### src/design/vlane_pkg.sv
////////////////////
// Shared sizes for the sub-lane driver
// Instruction kind, FSM state and element width enums
// Byte-enable type
////////////////////

package vlane_pkg;

    ////////////////////
    // Sizes
    localparam int VLANE_NUM       = 8;
    localparam int MEM_DEPTH       = 512;                       // Words per lane
    localparam int ADDR_W          = $clog2(MEM_DEPTH);
    localparam int MAX_VL_PER_LANE = 256;
    localparam int VL_W            = $clog2(VLANE_NUM * MAX_VL_PER_LANE);
    localparam int CNT_W           = $clog2(MAX_VL_PER_LANE) + 1;
    localparam int RD_PORTS        = 3;                          // vs1, vs2, vs3
    localparam int LANE_SH         = $clog2(VLANE_NUM);         // vl to per-lane shift

    ////////////////////
    // Encodings
    typedef enum logic [1:0] {
        KIND_NORMAL,
        KIND_STORE,
        KIND_LOAD
    } inst_kind_e;

    typedef enum logic [1:0] {
        ST_IDLE,
        ST_NORMAL,
        ST_READ,
        ST_LOAD
    } drv_state_e;

    // Elements per 32-bit word are 4, 2 and 1
    typedef enum logic [1:0] {
        EW_BYTE = 2'd1,
        EW_HALF = 2'd2,
        EW_WORD = 2'd3
    } elem_width_e;

    typedef logic [3:0] bwen_t;

endpackage

### src/design/inst_cfg_if.sv
////////////////////
// Latched instruction fields from the config block
// to the sequencer and the write port
////////////////////

`timescale 1ns/1ps

interface inst_cfg_if import vlane_pkg::*; ();

    logic                           go;             // One cycle after an accepted start
    inst_kind_e                     kind;
    logic [CNT_W-1:0]               inst_delay;
    logic [CNT_W-1:0]               read_limit;     // Elements per lane
    elem_width_e                    wr_width;
    elem_width_e                    rd_width;
    logic [ADDR_W-1:0]              waddr_start;
    logic [RD_PORTS-1:0][ADDR_W-1:0] raddr_start;
    logic                           ready;

    modport cfg (output go, kind, inst_delay, read_limit, wr_width, rd_width,
                 output waddr_start, raddr_start, input ready);

    modport seq (input go, kind, inst_delay, read_limit, wr_width, rd_width,
                 input waddr_start, raddr_start, output ready);

endinterface

### src/design/inst_config_regs.sv
////////////////////
// Instruction configuration registers
// Captures the fields on an accepted start and
// computes the per-lane element count
////////////////////

`timescale 1ns/1ps

module inst_config_regs import vlane_pkg::*; (
    input  logic                            clk_i,
    input  logic                            rst_i,
    input  logic                            start_i,
    input  inst_kind_e                      kind_i,
    input  logic [VL_W-1:0]                 vl_i,
    input  logic [CNT_W-1:0]                inst_delay_i,
    input  elem_width_e                     wr_width_i,
    input  elem_width_e                     rd_width_i,
    input  logic [ADDR_W-1:0]               waddr_i,
    input  logic [RD_PORTS-1:0][ADDR_W-1:0] raddr_i,
    inst_cfg_if.cfg                         cfg
);

    logic             accept;
    logic [CNT_W-1:0] lane_elems;

    assign accept = start_i && cfg.ready;

    // ceil(vl / VLANE_NUM)
    assign lane_elems = CNT_W'(vl_i[VL_W-1:LANE_SH]) + CNT_W'(|vl_i[LANE_SH-1:0]);

    always_ff @(posedge clk_i) begin
        if (!rst_i) begin
            cfg.go <= 1'b0;
        end else begin
            cfg.go <= accept;
        end
    end

    ////////////////////
    // Field capture
    always_ff @(posedge clk_i) begin
        if (accept) begin
            cfg.kind        <= kind_i;
            cfg.inst_delay  <= inst_delay_i;
            cfg.read_limit  <= lane_elems;
            cfg.wr_width    <= wr_width_i;
            cfg.rd_width    <= rd_width_i;
            cfg.waddr_start <= waddr_i;
            cfg.raddr_start <= raddr_i;
        end
    end

    // Sequencer only handles the three kinds it knows
    a_kind_defined: assert property (@(posedge clk_i) disable iff (!rst_i)
        accept |-> kind_i inside {KIND_NORMAL, KIND_STORE, KIND_LOAD})
        else $error("undefined instruction kind accepted");

endmodule

### src/design/lane_sequencer.sv
////////////////////
// Driver FSM with the main counter
// Ready, store valid, load ready and the
// read/write enables for the address counters
////////////////////

`timescale 1ns/1ps

module lane_sequencer import vlane_pkg::*; (
    input  logic    clk_i,
    input  logic    rst_i,
    inst_cfg_if.seq cfg,
    input  logic    load_last_i,
    output logic    ready_o,
    output logic    ready_for_load_o,
    output logic    store_data_valid_o,
    output logic    cnt_load_o,
    output logic    rd_en_o,
    output logic    wr_en_o,
    output logic    load_mode_o
);

    drv_state_e     state, next_state;
    logic [CNT_W:0] main_cnt;       // Spans inst_delay plus read_limit
    logic [CNT_W:0] normal_end;
    logic [CNT_W:0] cnt_plus;

    assign normal_end = {1'b0, cfg.inst_delay} + {1'b0, cfg.read_limit};
    assign cnt_plus   = main_cnt + 1'b1;

    ////////////////////
    // State and main counter
    always_ff @(posedge clk_i) begin
        if (!rst_i) begin
            state    <= ST_IDLE;
            main_cnt <= '0;
        end else begin
            state <= next_state;
            if (next_state != state) begin
                main_cnt <= '0;             // Every mode starts from 0
            end else if (state == ST_NORMAL || state == ST_READ) begin
                main_cnt <= cnt_plus;
            end
        end
    end

    always_comb begin
        next_state = state;
        case (state)
            ST_IDLE: begin
                if (cfg.go) begin
                    case (cfg.kind)
                        KIND_NORMAL: next_state = ST_NORMAL;
                        KIND_STORE:  next_state = ST_READ;
                        KIND_LOAD:   next_state = ST_LOAD;
                        default:     next_state = ST_IDLE;
                    endcase
                end
            end
            ST_NORMAL: begin
                // Last write cycle closes the instruction
                if (cnt_plus >= normal_end) begin
                    next_state = ST_IDLE;
                end
            end
            ST_READ: begin
                if (cnt_plus >= {1'b0, cfg.read_limit}) begin
                    next_state = ST_IDLE;
                end
            end
            ST_LOAD: begin
                if (load_last_i) begin
                    next_state = ST_IDLE;
                end
            end
            default: next_state = ST_IDLE;
        endcase
    end

    ////////////////////
    // Outputs
    // Low from the cycle after an accepted start
    assign ready_o   = (state == ST_IDLE) && !cfg.go;
    assign cfg.ready = ready_o;

    assign cnt_load_o         = (state == ST_IDLE) && cfg.go;
    assign rd_en_o            = (state == ST_NORMAL) || (state == ST_READ);
    assign store_data_valid_o = (state == ST_READ);
    assign ready_for_load_o   = (state == ST_LOAD);
    assign load_mode_o        = (state == ST_LOAD);

    // Write window after the pipeline delay
    assign wr_en_o = (state == ST_NORMAL) && (main_cnt >= {1'b0, cfg.inst_delay}) &&
                     (main_cnt < normal_end);

    a_wr_store_excl: assert property (@(posedge clk_i) disable iff (!rst_i)
        !(wr_en_o && store_data_valid_o))
        else $error("write enable and store valid overlap");

    // A go pulse in IDLE starts a mode and keeps ready low
    a_busy_not_ready: assert property (@(posedge clk_i) disable iff (!rst_i)
        (state == ST_IDLE && cfg.go) |=> (state != ST_IDLE) && !ready_o)
        else $error("go did not start an instruction with ready low");

endmodule

### src/design/vrf_addr_counter.sv
////////////////////
// VRF word address counter
// Advances once per word of elements
////////////////////

`timescale 1ns/1ps

module vrf_addr_counter import vlane_pkg::*; (
    input  logic              clk_i,
    input  logic              rst_i,
    input  logic              load_i,
    input  logic [ADDR_W-1:0] start_addr_i,
    input  elem_width_e       width_i,
    input  logic              en_i,
    output logic [ADDR_W-1:0] addr_o,
    output logic [1:0]        sub_idx_o
);

    logic word_full;

    // Last element slot of the current word
    always_comb begin
        case (width_i)
            EW_BYTE: word_full = (sub_idx_o == 2'd3);
            EW_HALF: word_full = (sub_idx_o == 2'd1);
            default: word_full = 1'b1;
        endcase
    end

    always_ff @(posedge clk_i) begin
        if (!rst_i) begin
            addr_o    <= '0;
            sub_idx_o <= '0;
        end else if (load_i) begin
            addr_o    <= start_addr_i;
            sub_idx_o <= '0;
        end else if (en_i) begin
            if (word_full) begin
                addr_o    <= addr_o + 1'b1;
                sub_idx_o <= '0;
            end else begin
                sub_idx_o <= sub_idx_o + 1'b1;
            end
        end
    end

endmodule

### src/design/vrf_write_port.sv
////////////////////
// VRF write address and byte enables
// Normal writes by element width, loads by beat
////////////////////

`timescale 1ns/1ps

module vrf_write_port import vlane_pkg::*; (
    input  logic              clk_i,
    input  logic              rst_i,
    inst_cfg_if.seq           cfg,
    input  logic              cnt_load_i,
    input  logic              wr_en_i,
    input  logic              load_mode_i,
    input  logic              load_valid_i,
    input  bwen_t             load_bwen_i,
    output logic [ADDR_W-1:0] vrf_waddr_o,
    output bwen_t             vrf_bwen_o
);

    elem_width_e cnt_width;
    logic        cnt_en;
    logic [1:0]  sub_idx;
    bwen_t       elem_bwen;

    // Load data always arrives as full words
    always_comb begin
        if (load_mode_i) begin
            cnt_width = EW_WORD;
            cnt_en    = load_valid_i;
        end else begin
            cnt_width = cfg.wr_width;
            cnt_en    = wr_en_i;
        end
    end

    vrf_addr_counter u_waddr_cnt (
        .clk_i        (clk_i),
        .rst_i        (rst_i),
        .load_i       (cnt_load_i),
        .start_addr_i (cfg.waddr_start),
        .width_i      (cnt_width),
        .en_i         (cnt_en),
        .addr_o       (vrf_waddr_o),
        .sub_idx_o    (sub_idx)
    );

    always_comb begin
        case (cfg.wr_width)
            EW_BYTE: elem_bwen = bwen_t'(4'b0001 << sub_idx);
            EW_HALF: elem_bwen = sub_idx[0] ? 4'b1100 : 4'b0011;
            EW_WORD: elem_bwen = 4'b1111;
            default: elem_bwen = 4'b0000;
        endcase
    end

    assign vrf_bwen_o = load_mode_i ? (load_valid_i ? load_bwen_i : '0) :
                        (wr_en_i ? elem_bwen : '0);

endmodule

### src/design/vlane_driver_top.sv
////////////////////
// Sub-lane driver top level
// Config block, FSM, three read counters, write port
////////////////////

`timescale 1ns/1ps

module vlane_driver_top import vlane_pkg::*; (
    input  logic                            clk_i,
    input  logic                            rst_i,
    input  logic                            start_i,
    input  inst_kind_e                      kind_i,
    input  logic [VL_W-1:0]                 vl_i,
    input  logic [CNT_W-1:0]                inst_delay_i,
    input  elem_width_e                     wr_width_i,
    input  elem_width_e                     rd_width_i,
    input  logic [ADDR_W-1:0]               waddr_i,
    input  logic [RD_PORTS-1:0][ADDR_W-1:0] raddr_i,
    input  logic                            load_valid_i,
    input  logic                            load_last_i,
    input  bwen_t                           load_bwen_i,
    output logic                            ready_o,
    output logic                            ready_for_load_o,
    output logic                            store_data_valid_o,
    output logic [RD_PORTS-1:0][ADDR_W-1:0] vrf_raddr_o,
    output logic [ADDR_W-1:0]               vrf_waddr_o,
    output bwen_t                           vrf_bwen_o
);

    logic cnt_load;
    logic rd_en;
    logic wr_en;
    logic load_mode;

    inst_cfg_if cfg_bus ();

    inst_config_regs u_cfg (
        .clk_i, .rst_i, .start_i, .kind_i, .vl_i, .inst_delay_i,
        .wr_width_i, .rd_width_i, .waddr_i, .raddr_i,
        .cfg (cfg_bus.cfg)
    );

    lane_sequencer u_seq (
        .clk_i, .rst_i, .load_last_i, .ready_o, .ready_for_load_o, .store_data_valid_o,
        .cfg         (cfg_bus.seq),
        .cnt_load_o  (cnt_load),
        .rd_en_o     (rd_en),
        .wr_en_o     (wr_en),
        .load_mode_o (load_mode)
    );

    // One counter per read port with a shared width
    for (genvar i = 0; i < RD_PORTS; i++) begin : g_rd_cnt
        vrf_addr_counter u_raddr_cnt (
            .clk_i, .rst_i,
            .load_i       (cnt_load),
            .start_addr_i (cfg_bus.raddr_start[i]),
            .width_i      (cfg_bus.rd_width),
            .en_i         (rd_en),
            .addr_o       (vrf_raddr_o[i]),
            .sub_idx_o    ()
        );
    end

    vrf_write_port u_wr_port (
        .clk_i, .rst_i, .load_valid_i, .load_bwen_i, .vrf_waddr_o, .vrf_bwen_o,
        .cfg         (cfg_bus.seq),
        .cnt_load_i  (cnt_load),
        .wr_en_i     (wr_en),
        .load_mode_i (load_mode)
    );

endmodule

### config.mk
export PLATFORM = sky130hd
export DESIGN_NAME = vlane_driver_top
export DESIGN_NICKNAME = d
export VERILOG_FILES = /design/src/design/vlane_pkg.sv /design/src/design/inst_cfg_if.sv /design/src/design/inst_config_regs.sv /design/src/design/lane_sequencer.sv /design/src/design/vrf_addr_counter.sv /design/src/design/vrf_write_port.sv /design/src/design/vlane_driver_top.sv
export SDC_FILE = /design/constraint.sdc
export NUM_CORES = 1
export LEC_CHECK = 0
export BUFFER_PORTS_ARGS = -buffer_cell sky130_fd_sc_hd__buf_2
export CAP_MARGIN = 0
export CORE_ASPECT_RATIO = 2
export CORE_MARGIN = 10
export CORE_UTILIZATION = 40
export DETAILED_ROUTE_END_ITERATION = 8
export REMOVE_ABC_BUFFERS = 1
export SYNTH_ARGS = -nofsm -noshare
export SYNTH_HDL_FRONTEND = slang
export SYNTH_SLANG_ARGS = --single-unit
### constraint.sdc
create_clock -name clk_i -period 5.6 [get_ports clk_i]
set_clock_uncertainty 0.15 [all_clocks]
set_input_delay 0.56 -clock clk_i [delete_from_list [all_inputs] [get_ports clk_i]]
set_output_delay 0.56 -clock clk_i [all_outputs]
set_load 0.02 [all_outputs]
# Word level (Yosys, flattened, before mapping)

Index checks and enable logic that the tools add are counted.

Bits in registers: 117
Output and inout bits: 43
Input port bits: 71

Magnitude comparators: 4
Reductions and logical operators: 22
Add/sub/neg operators: 11
Shift-type cells: 1
Multiplexer cells: 33
Bitwise logic cells: 1
Equality and inequality tests: 21

Operators by type and width:

| cell                    | number |
|---|---|
| $mux W9                 | 12 |
| $add A9 B1 Y9 const B   | 4 |
| $eq A2 B2 Y1 const B    | 11 |
| $ge A10 B9 Y1           | 2 |
| $eq A2 B1 Y1 const B    | 9 |
| $mux W2                 | 9 |
| $mux W4                 | 4 |
| $pmux W4 S3             | 1 |
| $reduce_bool A2 Y1      | 6 |
| $add A10 B1 Y10 const B | 1 |
| $add A9 B9 Y10          | 1 |
| $ge A10 B10 Y1          | 1 |
| $lt A10 B10 Y1          | 1 |
| $add A8 B1 Y9           | 1 |
| $add A2 B1 Y2 const B   | 4 |
| $pmux W1 S2             | 4 |
| $pmux W2 S4             | 1 |
| $reduce_and A2 Y1       | 4 |
| $pmux W2 S3             | 1 |
| $logic_and A1 B1 Y1     | 5 |
| $logic_not A2 Y1        | 2 |
| $reduce_or A2 Y1        | 2 |
| $shl A1 B2 Y4 const A   | 1 |
| $reduce_or A3 Y1        | 1 |
| 5 further kinds         | 5 |

# Longest topological paths before layout

Gate-level depths: netlist (run 1).

Depth in word-level cells: 7
Depth in mapped cells: 17
Mapped depth without buffers: 16

# Worst setup path before layout (run 1)

No wires, ideal clock.

Kind: flip-flop to output port
From: register u_cfg.cfg.inst_delay[1]
To: output port vrf_bwen_o[0]
Required time: 4890 ps
Path slack: 1564 ps
Path buffers: 1
Cell stages (with the launch flop): 16
Arrival: 3326 ps
Path through: edfxtp_1 ha_1 a21oi_1 nor2b_1 nor2_1 xor2_1 ha_1 a21oi_1 o21ai_0 maj3_1 o221ai_2 a2111oi_0 nor4_1 a32oi_1 buf_6 o21ai_0

Word-level cells in the longest chain between the ends: 5
Elaborated cells on any way between the ends: 7

RTL lines:

| what                                                  | line                                       | source |
|---|---|---|
| start: declaration                                    | inst_cfg_if.sv:20                          | `modport cfg (output go, kind, inst_delay, read_limit, wr_width, rd_width,` |
| start signal: assignment                              | inst_config_regs.sv:44                     | `cfg.inst_delay <= inst_delay_i;` |
| $add A9 B9 Y10 or $ge A10 B9 Y1 (tied branches)       | lane_sequencer.sv:28, lane_sequencer.sv:93 |  |
| $lt A10 B10 Y1 or $logic_and A1 B1 Y1 (tied branches) | lane_sequencer.sv:94, lane_sequencer.sv:93 |  |
| $logic_and A1 B1 Y1 (*)                               | lane_sequencer.sv:93                       | `assign wr_en_o = (state == ST_NORMAL) && (main_cnt >= {1'b0, cfg.inst_delay}) &&` |
| $mux W4 (*)                                           | vrf_write_port.sv:58                       | `(wr_en_i ? elem_bwen : '0);` |
| $mux W4 (*)                                           | vrf_write_port.sv:57                       | `assign vrf_bwen_o = load_mode_i ? (load_valid_i ? load_bwen_i : '0) :` |
| end: declaration                                      | vlane_driver_top.sv:27                     | `output bwen_t vrf_bwen_o` |

Every way passes the cells marked *; elsewhere a longest branch is shown, timed or not.

# Final worst setup path (run 1)

Same ends and word-level chain as after synthesis.

==> results of run 1 <==
[worst max-delay path: cells and delay by family (launching register included)]
| family | cells | cell delay (ns) |
|---|---|---|
| buffers and inverters | 2 | 0.41 |
| adder cells (fa/ha/maj) | 3 | 1.01 |
| AO/OA/AOI/OAI | 7 | 1.09 |
| flip-flops | 1 | 0.40 |
| XOR/XNOR | 1 | 0.22 |
| AND/OR/NAND/NOR | 3 | 0.42 |
[state kept, by name, summed over array words and instances (netlist names)]
name	count
u_seq.main_cnt	10
u_wr_port.u_waddr_cnt.addr_o	9
u_cfg.cfg.kind	2
u_cfg.cfg.rd_width	2
g_rd_cnt.u_raddr_cnt.addr_o	27
u_cfg.cfg.go	1
u_cfg.cfg.raddr_start	27
g_rd_cnt.u_raddr_cnt.sub_idx_o	6
u_cfg.cfg.inst_delay	9
u_seq.state	2
u_wr_port.u_waddr_cnt.sub_idx_o	2
u_cfg.cfg.read_limit	9
u_cfg.cfg.wr_width	2
u_cfg.cfg.waddr_start	9
[routing by layer]
layer	routed length [µm]	share of wire
met4	719	0.046
met5	0	0
met1	5620	0.36
met3	643	0.041
met2	8550	0.55
[path summary, 6_finish.rpt]
path | endpoint | slack [ns] | cells past startpoint
worst max-delay path | vrf_bwen_o[0] | 0.93 | 16
worst min-delay path | u_cfg.cfg.waddr_start[0] | 0.16 | 1
worst max register to register | u_wr_port.u_waddr_cnt.addr_o[7] | 1.44 | 17
worst min register to register | u_wr_port.u_waddr_cnt.addr_o[7] | 0.33 | 2
[per-stage QoR]
| stage | hold WS (ns) | util | setup WS, ns | area (µm²) |
|---|---|---|---|---|
| 6_report | 0.165 | 0.496 | 0.930 | 7790 |
| 2_1_floorplan | 0.293 | - | 1.32 | 6300 |
| 3_5_place_dp | 0.326 | 0.455 | 1.31 | 7150 |
| 5_1_grt | 0.142 | 0.496 | 0.584 | 7790 |
| 4_1_cts | 0.145 | 0.496 | 0.861 | 7790 |
| 3_3_place_gp | 0.316 | 0.455 | 1.45 | 7150 |
[cell families (layout without fill, tap and decap cells)]
logic type      after synthesis  after routing  synth area share
simple gates                184            184             0.141
compound gates              134            134             0.157
flops                       117            117             0.461
xor+xnor                     61             61            0.0837
fa+ha+maj                    57             57             0.113
buf+inv                      51            181            0.0314
mux                           8              8            0.0127
[layout by cell type (no fill, tap or decap), types with 8 or more instances in the layout]
cell type | Yosys | routed
nor3_1 | 14 | 14
a21oi_1 | 27 | 27
ha_1 | 55 | 55
o21ai_0 | 25 | 25
dfxtp_1 | 57 | 57
o21a_1 | 8 | 8
nand3_1 | 26 | 26
nand2_1 | 60 | 59
xnor2_1 | 26 | 26
inv_1 | 32 | 32
o211a_1 | 27 | 27
xor2_1 | 35 | 35
nand4_1 | 8 | 8
edfxtp_1 | 60 | 60
clkbuf_16 | 0 | 17
buf_2 | 1 | 113
nor2_1 | 30 | 30
and3_1 | 14 | 14
[final cells by class]
class | count | area share
inverters | 33 | 0.0159
well taps | 201 | 0.0323
clock inverters | 14 | 0.0257
repair buffers | 116 | 0.0755
clock buffers | 18 | 0.0564
multi-input cells | 444 | 0.416
flip-flops and latches | 117 | 0.378
[power groups by stage]
stage	combinational (W)	clock (W)	sequential, W
finish	0.000430	0.00117	0.00103
CTS	0.000435	0.00120	0.00104
global route	0.000483	0.00124	0.00105
detailed placement	0.000432	0	0.00105
global placement	0.000420	0	0.00105
floorplan	0.000264	0	0.00107
==> run summary, run 1 <==
Status -> finished clean
Final Total Pwr -> 0.00264 W
Yosys warnings -> 0
Reg area -> 2940 µm²
Tmin final -> 4.67 ns
Via density -> 5.25
Synth top area cells -> edfxtp_1 (28%), dfxtp_1 (18%), ha_1 (11%), xor2_1 (4.8%), o211a_1 (4.2%)
Seq/Total Area, Yosys -> 0.461
Drt wl/cell -> 16.5 µm
WS Path Type -> reg2out
N_diodes -> 0
GR Util met3 -> 0.0438
Core region area -> 15700 µm²
Post-cts resize count -> 0
Overflow after GRT -> 0
Die H -> 199 µm
Dominant synthesized flop cell -> edfxtp_1
Synth area leader -> edfxtp_1
FF-to-FF Start -> u_cfg.cfg.inst_delay[1]
Critical Path RT -> 4.89 ns
Power Internal -> 0.00192 W
Commonest cells post-synth -> edfxtp_1 (60), nand2_1 (60), dfxtp_1 (57)
CTS tree -> built
Launch point of the worst path -> u_cfg.cfg.inst_delay[1]
Ratio of cells with drive above 1 in the final layout -> 0.218
Final Max Tran Viols -> 0
# IOs -> 114
Net Sw Frac -> 0.273
F_max -> 214 MHz
CTS Root Cell -> clkbuf_16
NumNets Final -> 856
Crit. End Element -> output port
Largest net degree at the start of global routing -> 70
H-tree depth -> 4
Setup TNS -> 0 ns
# DRC -> 0
Hold Startpoint -> waddr_i[0]
Max FO, Critical Path -> 11
P_leak -> 3.59 nW
Hold buffer count at CTS -> 0
Number of synthesized flops with an enable pin -> 60
Synth Cell Area -> 6380 µm²
Global-route wire length before repair -> 25.2 mm
CTS Buf Count -> 17
Async S/R FF share, synth -> 0
Detailed Route Iter0 Violations -> 151
CTS max path bufs -> 2
Postcts setup bufs -> 0
Clk sinks -> 117
Clock network power share -> 0.444
Fill count -> 1399
Input/output buffers -> 113
Critical Path AT -> 3.96 ns
Sequential fraction of design power -> 0.393
Worst relative slew slack -> 0.474
DRT Wirelength -> 15.5 mm
Total GRT Usage -> 0.148
Global route hottest layer -> met2
CP Cell Sequence -> ha_1 > a21oi_1 > nor2b_1 > nor2_1 > xor2_1 > ha_1 > a21oi_1 > o21ai_0 > maj3_1 > o221ai_2 > a2111oi_0 > nor4_1 > a32oi_1 > buf_4 > o21ai_0 > buf_2
Area growth syn-to-layout -> 22.0%
Final hold violation count -> 0
Max_cap viols -> 0
Final Cycle Share -> 0.834
Total die area -> 21700 µm²
Post-Syn Instances -> 612
Comb pwr share -> 0.163
NetSw -> 0.000719 W
Slew @ Worst Pin -> 0.789 ns
Vias in the first global route -> 5271
VDD IR max -> 0.332 mV
Initial Util -> 0.406
Worst-path clk slew -> 0.06 ns
GP Congestion -> 0.819
Avg Inst Size Synth -> 10.4 µm²
Synthesized flop and latch total -> 117
Largest stage delay, worst path -> 0.42 ns
GR Layer Usage met1 -> 0.137
DPL Wire Length -> 11.7 mm
Hold crit path type -> in2reg
Post-synth top area share -> 0.282
Die W -> 109 µm
Initial antenna violation count -> 0
Pwr Density -> 338 nW/µm²
Footprint of the multi-input gates -> 3240 µm²
Post-Layout Cell Count -> 943
Row count -> 65
CP startpoint kind -> flip-flop
Dpl cells -> 911
Setup violations, final -> 0
Clock Latency Late Sink -> 0.42 ns
Netlist cell types -> 61
GRT met2 Usage -> 0.273
Final ANT Viol Nets -> 0
Pre-antenna DRT Iters -> 4
Vias -> 4953
Worst path slowest cell -> maj3_1
RSZ-0062 raised after global routing -> no
Power figures use the tool's default switching activity.
==> inputs of run 2 (changes only) <==
- clock period: 5.6 -> 4.48 ns (I/O delays scaled with it)
==> run 2 against run 1 <==
Critical path depth unchanged; clock-buffer cell count did not move; global-route usage is essentially flat; via count up 0.30%; register-to-register slack got worse by 1.2 ns; die area did not move; core utilization grew 0.45 points; sequential share of layout area decreased by 0.34 points; worst hold slack lost 0.11 ns; critical endpoint is now vrf_bwen_o[2]; largest cell class unchanged; largest power group unchanged; highest routed layer unchanged.
==> run summary, run 2 (same netlist as run 1, synthesis figures left out) <==
Status -> finished clean
Worst relative slew slack -> 0.486
CTS Root Cell -> clkbuf_16
Pre-antenna DRT Iters -> 5
Worst Path Buf+Inv -> 2
Clock network power share -> 0.422
Worst hold slack -> 0.0535 ns
DRT Wirelength -> 15.6 mm
Row count -> 65
Die H -> 199 µm
VDD IR max -> 0.327 mV
Max_cap viols -> 0
CP startpoint kind -> flip-flop
Tmin final -> 4.31 ns
Post-Layout Cell Count -> 949
DPL Wire Length -> 11.9 mm
Die W -> 109 µm
Dpl cells -> 912
Max FO, Critical Path -> 5
Via density -> 5.23
CTS max path bufs -> 2
Largest net degree at the start of global routing -> 43
NumNets Final -> 862
Vias in the first global route -> 5400
Hold buffer count at CTS -> 0
Worst path slowest cell -> edfxtp_1
Net Sw Frac -> 0.283
Global-route wire length before repair -> 25.5 mm
Drt wl/cell -> 16.4 µm
# DRC -> 0
F_max -> 232 MHz
Sequential fraction of design power -> 0.405
H-tree depth -> 4
Most used cell, CP -> ha_1
Vias -> 4968
WS Path Type -> reg2out
Crit. End Element -> output port
Core region area -> 15700 µm²
N_diodes -> 0
Total GRT Usage -> 0.148
# IOs -> 114
Cell area after placement -> 7150 µm²
Comb pwr share -> 0.173
Final ANT Viol Nets -> 0
Commonest cells after routing, fill and taps aside -> buf_2 (109), edfxtp_1 (60), nand2_1 (59)
Critical Path RT -> 3.88 ns
Pwr Density -> 406 nW/µm²
CP top delay family -> adder cells
CTS tree -> built
RSZ-0062 raised after global routing -> yes
P_leak -> 3.61 nW
Critical Path AT -> 3.71 ns
Clk sinks -> 117
Area growth syn-to-layout -> 23.1%
GP Congestion -> 0.859
CP Cell Sequence -> ha_1 > a21oi_2 > nor2b_1 > nor2_1 > xor2_1 > ha_1 > a21oi_1 > o21ai_1 > maj3_2 > o221ai_4 > a2111oi_2 > nor4_1 > a32oi_1 > buf_4 > o21ai_2 > buf_6
Setup violations, final -> 0
Final Max Tran Viols -> 0
Slew @ Worst Pin -> 0.770 ns
Overflow after GRT -> 0
Most common cell after layout, fill and taps aside -> buf_2
Detailed Route Iter0 Violations -> 116
Post-Layout Inst Area -> 7860 µm²
Largest stage delay, worst path -> 0.41 ns
Total die area -> 21700 µm²
Final Cycle Share -> 0.962
Clock Latency Late Sink -> 0.42 ns
Initial Util -> 0.406
Input/output buffers -> 113
Final hold violation count -> 0
Initial antenna violation count -> 0
NetSw -> 0.000902 W
Power Internal -> 0.00229 W
Top flop regs -> g_rd_cnt.u_raddr_cnt.addr_o x27, u_cfg.cfg.raddr_start x27, u_seq.main_cnt x10
Worst-path clk slew -> 0.06 ns
Ratio of cells with drive above 1 in the final layout -> 0.237
Setup TNS -> 0 ns
Hold crit path type -> in2reg
CTS Buf Count -> 17
Final Total Pwr -> 0.00319 W
[run 2: cell types whose count changed in the layout (fill, tap and decap cells not counted), moves of 2 or more]
cell        delta
buf_4          +5
buf_6          +5
o21ai_0        -5
buf_2          -4
o21ai_2        +4
a2111oi_2      +2
bufinv_16      -2
clkinv_4       -2
clkinvlp_4     +2
[run 2: metal layers]
metal	GRT usage	wire (µm)	vias up
li1	-	-	2470
met1	0.139	5550	2369
met2	0.280	8990	97
met3	0.0425	629	32
met4	0.0722	437	0
met5	0	0	-
[run 2: cell type report]
class	count	area, µm²
fill	1424	7840
inverter	33	124
tap	201	251
timing repair buffer	122	662
multi-input combinational	444	3290
clock inverter	14	151
sequential	117	2940
clock buffer	18	439
[run 2: power groups by stage]
stage	combinational (W)	clock, W	sequential, W
final	0.000550	0.00135	0.00129
after CTS	0.000550	0.00138	0.00129
after detailed placement	0.000546	0	0.00131
after global placement	0.000527	0	0.00131
after floorplan	0.000330	0	0.00134
after global routing	0.000618	0.00143	0.00130
[run 2: worst register-to-register path, cell delays in order, from the launching register on]
cell,delay [ns]
edfxtp_1,0.41
ha_1,0.33
a21oi_2,0.16
nor2b_1,0.06
nor2_1,0.12
xor2_1,0.21
ha_1,0.28
a21oi_1,0.12
o21ai_1,0.09
maj3_2,0.37
o221ai_4,0.24
a2111oi_2,0.11
nor4_1,0.25
a32oi_1,0.11
buf_4,0.18
buf_4,0.15
buf_4,0.15
a2111oi_2,0.40
xnor2_1,0.18
o21ai_1,0.08
[run 2: worst paths after layout]
| kind | startpoint | end | slack [ns] | cells past startpoint |
|---|---|---|---|---|
| setup / recovery | u_cfg.cfg.read_limit[1] | vrf_bwen_o[2] | 0.17 | 16 |
| hold / removal | raddr_i[3] | u_cfg.cfg.raddr_start[3] | 0.05 | 1 |
| setup reg to reg | u_cfg.cfg.read_limit[1] | u_wr_port.u_waddr_cnt.addr_o[7] | 0.22 | 19 |
| hold reg to reg | u_cfg.cfg.raddr_start[8] | g_rd_cnt[0].u_raddr_cnt.addr_o[8] | 0.34 | 1 |
[run 2: repair_timing]
item                                    CTS  global route
buffers inserted                          1             4
gates resized for setup                   2            23
pin swaps                                 1            13
endpoints found under the setup margin    4             4
hold endpoints to repair                  0             0
[run 2: per-stage QoR]
| step | util | setup slack [ns] |
|---|---|---|
| detailed placement | 0.456 | 0.308 |
| global placement | 0.456 | 0.405 |
| floorplan | - | 0.311 |
| finish | 0.501 | 0.169 |
| CTS | 0.494 | 0.0278 |
| global route | 0.501 | -0.0181 |
==> inputs of run 3 (changes only) <==
- CTS_BUF_LIST: default -> sky130_fd_sc_hd__clkbuf_4 sky130_fd_sc_hd__clkbuf_8
- SLEW_MARGIN: default -> 10
==> run 3 against run 2 <==
Critical path depth did not move; fmax fell by 0.92%; highest routed layer unchanged; critical endpoint unchanged; worst hold slack got worse by 0.022 ns; power fell by 12%; non-clock buffer count rose by 2; final cell count rose by 0.21%; global-route usage barely moved; clock-buffer cell count did not move; clock power fell by 28%; die area did not move.
==> run summary, run 3 (same netlist as run 1, synthesis figures left out) <==
Status -> finished clean
GP Congestion -> 0.859
# DRC -> 0
Overflow after GRT -> 0
DPL Wire Length -> 11.9 mm
Worst-path clk slew -> 0.08 ns
CTS tree -> built
Area growth syn-to-layout -> 20.5%
Commonest cells after routing, fill and taps aside -> buf_2 (109), edfxtp_1 (60), nand2_1 (59)
Pwr Density -> 367 nW/µm²
Max_cap viols -> 0
NumNets Final -> 864
Tmin final -> 4.35 ns
F_max -> 230 MHz
Worst hold slack -> 0.0320 ns
Row count -> 65
Crit. End Element -> output port
Setup violations, final -> 0
Total die area -> 21700 µm²
Input/output buffers -> 113
FF-to-FF Start -> u_cfg.cfg.read_limit[1]
Critical Path RT -> 3.88 ns
CTS Root Cell -> clkbuf_8
Worst relative slew slack -> 0.480
VDD IR max -> 0.321 mV
Most common cell after layout, fill and taps aside -> buf_2
Critical Path AT -> 3.75 ns
RSZ-0062 raised after global routing -> yes
Hold crit path type -> in2reg
Core region area -> 15700 µm²
Vias -> 4981
Largest net degree at the start of global routing -> 43
Launch point of the worst path -> u_cfg.cfg.read_limit[1]
Global-route wire length before repair -> 25.5 mm
Vias in the first global route -> 5344
Hold Startpoint -> raddr_i[4]
Detailed Route Iter0 Violations -> 126
Final Total Pwr -> 0.00282 W
N_diodes -> 0
CP startpoint kind -> flip-flop
CTS max path bufs -> 2
Final Cycle Share -> 0.971
Initial antenna violation count -> 0
Setup TNS -> 0 ns
WS Path Type -> reg2out
Top flop regs -> g_rd_cnt.u_raddr_cnt.addr_o x27, u_cfg.cfg.raddr_start x27, u_seq.main_cnt x10
CTS Buf Count -> 17
Drt wl/cell -> 16.3 µm
Final Max Tran Viols -> 0
Final ANT Viol Nets -> 0
# IOs -> 114
Total GRT Usage -> 0.148
Max FO, Critical Path -> 5
Initial Util -> 0.406
Die H -> 199 µm
H-tree depth -> 4
Ratio of cells with drive above 1 in the final layout -> 0.229
Via density -> 5.24
DRT Wirelength -> 15.5 mm
Die W -> 109 µm
Slew @ Worst Pin -> 0.780 ns
P_leak -> 3.53 nW
Pre-antenna DRT Iters -> 4
Clk sinks -> 117
Final hold violation count -> 0
Clock Latency Late Sink -> 0.44 ns
==> run 3: worst paths after layout <==
path                                                           to  slack (ns)  cells past startpoint
worst max-delay path                                vrf_bwen_o[2]        0.13                     16
worst min-delay path                     u_cfg.cfg.raddr_start[4]        0.03                      1
worst max register to register    u_wr_port.u_waddr_cnt.addr_o[7]        0.23                     18
worst min register to register  g_rd_cnt[0].u_raddr_cnt.addr_o[8]        0.34                      1
==> run 3: report_power, final <==
| group | total [W] | switching, W | internal [W] | leakage, nW |
|---|---|---|---|---|
| clock | 0.000975 | 0.000463 | 0.000512 | 0.188 |
| combinational | 0.000552 | 0.000330 | 0.000222 | 2.30 |
| sequential | 0.00129 | 0.0000619 | 0.00123 | 1.04 |
| total | 0.00282 | 0.000855 | 0.00196 | 3.53 |
==> run 3: critical path, cell delays in order (launching register included) <==
cell and delay (ns):
edfxtp_1 0.41, ha_1 0.33, a21oi_2 0.16, nor2b_1 0.06, nor2_1 0.12, xor2_1 0.21, ha_1 0.27, a21oi_1 0.12
o21ai_1 0.09, maj3_2 0.37, o221ai_4 0.25, a2111oi_2 0.11, nor4_1 0.25, a32oi_1 0.11, buf_4 0.18, o21ai_2 0.13
buf_6 0.13
==> run 3: timing repair <==
action | 4_1_cts | 5_1_grt
endpoints found under the setup margin | 4 | 4
setup buffers | 2 | 0
hold buffers | 2 | 3
pin swaps | 1 | 13
gates resized for setup | 2 | 21
gates cloned | 0 | 0
endpoints found under the hold margin | 2 | 3
==> run 3: per-stage QoR <==
step	util	instance area [µm²]	setup WS (ns)	std cells
after global placement	0.456	7150	0.405	912
after detailed placement	0.456	7150	0.308	912
after floorplan	-	6300	0.311	594
final	0.490	7680	0.128	951
after CTS	0.484	7590	0.0442	948
after global routing	0.490	7680	-0.0788	951
==> run 3: per-layer routing <==
layer,up-vias,share of wire,GRT usage
met5,-,0,0
met4,0,0.028,0.0693
met3,29,0.043,0.0418
met2,107,0.58,0.281
met1,2372,0.35,0.138
li1,2473,-,-
==> run 3: layout make-up <==
class | instances | area, µm²
Fill cell | 1449 | 8010
Tap cell | 201 | 251
Inverter | 33 | 124
Clock buffer | 18 | 248
Timing Repair Buffer | 124 | 689
Clock inverter | 14 | 151
Sequential cell | 117 | 2940
Multi-Input combinational cell | 444 | 3280
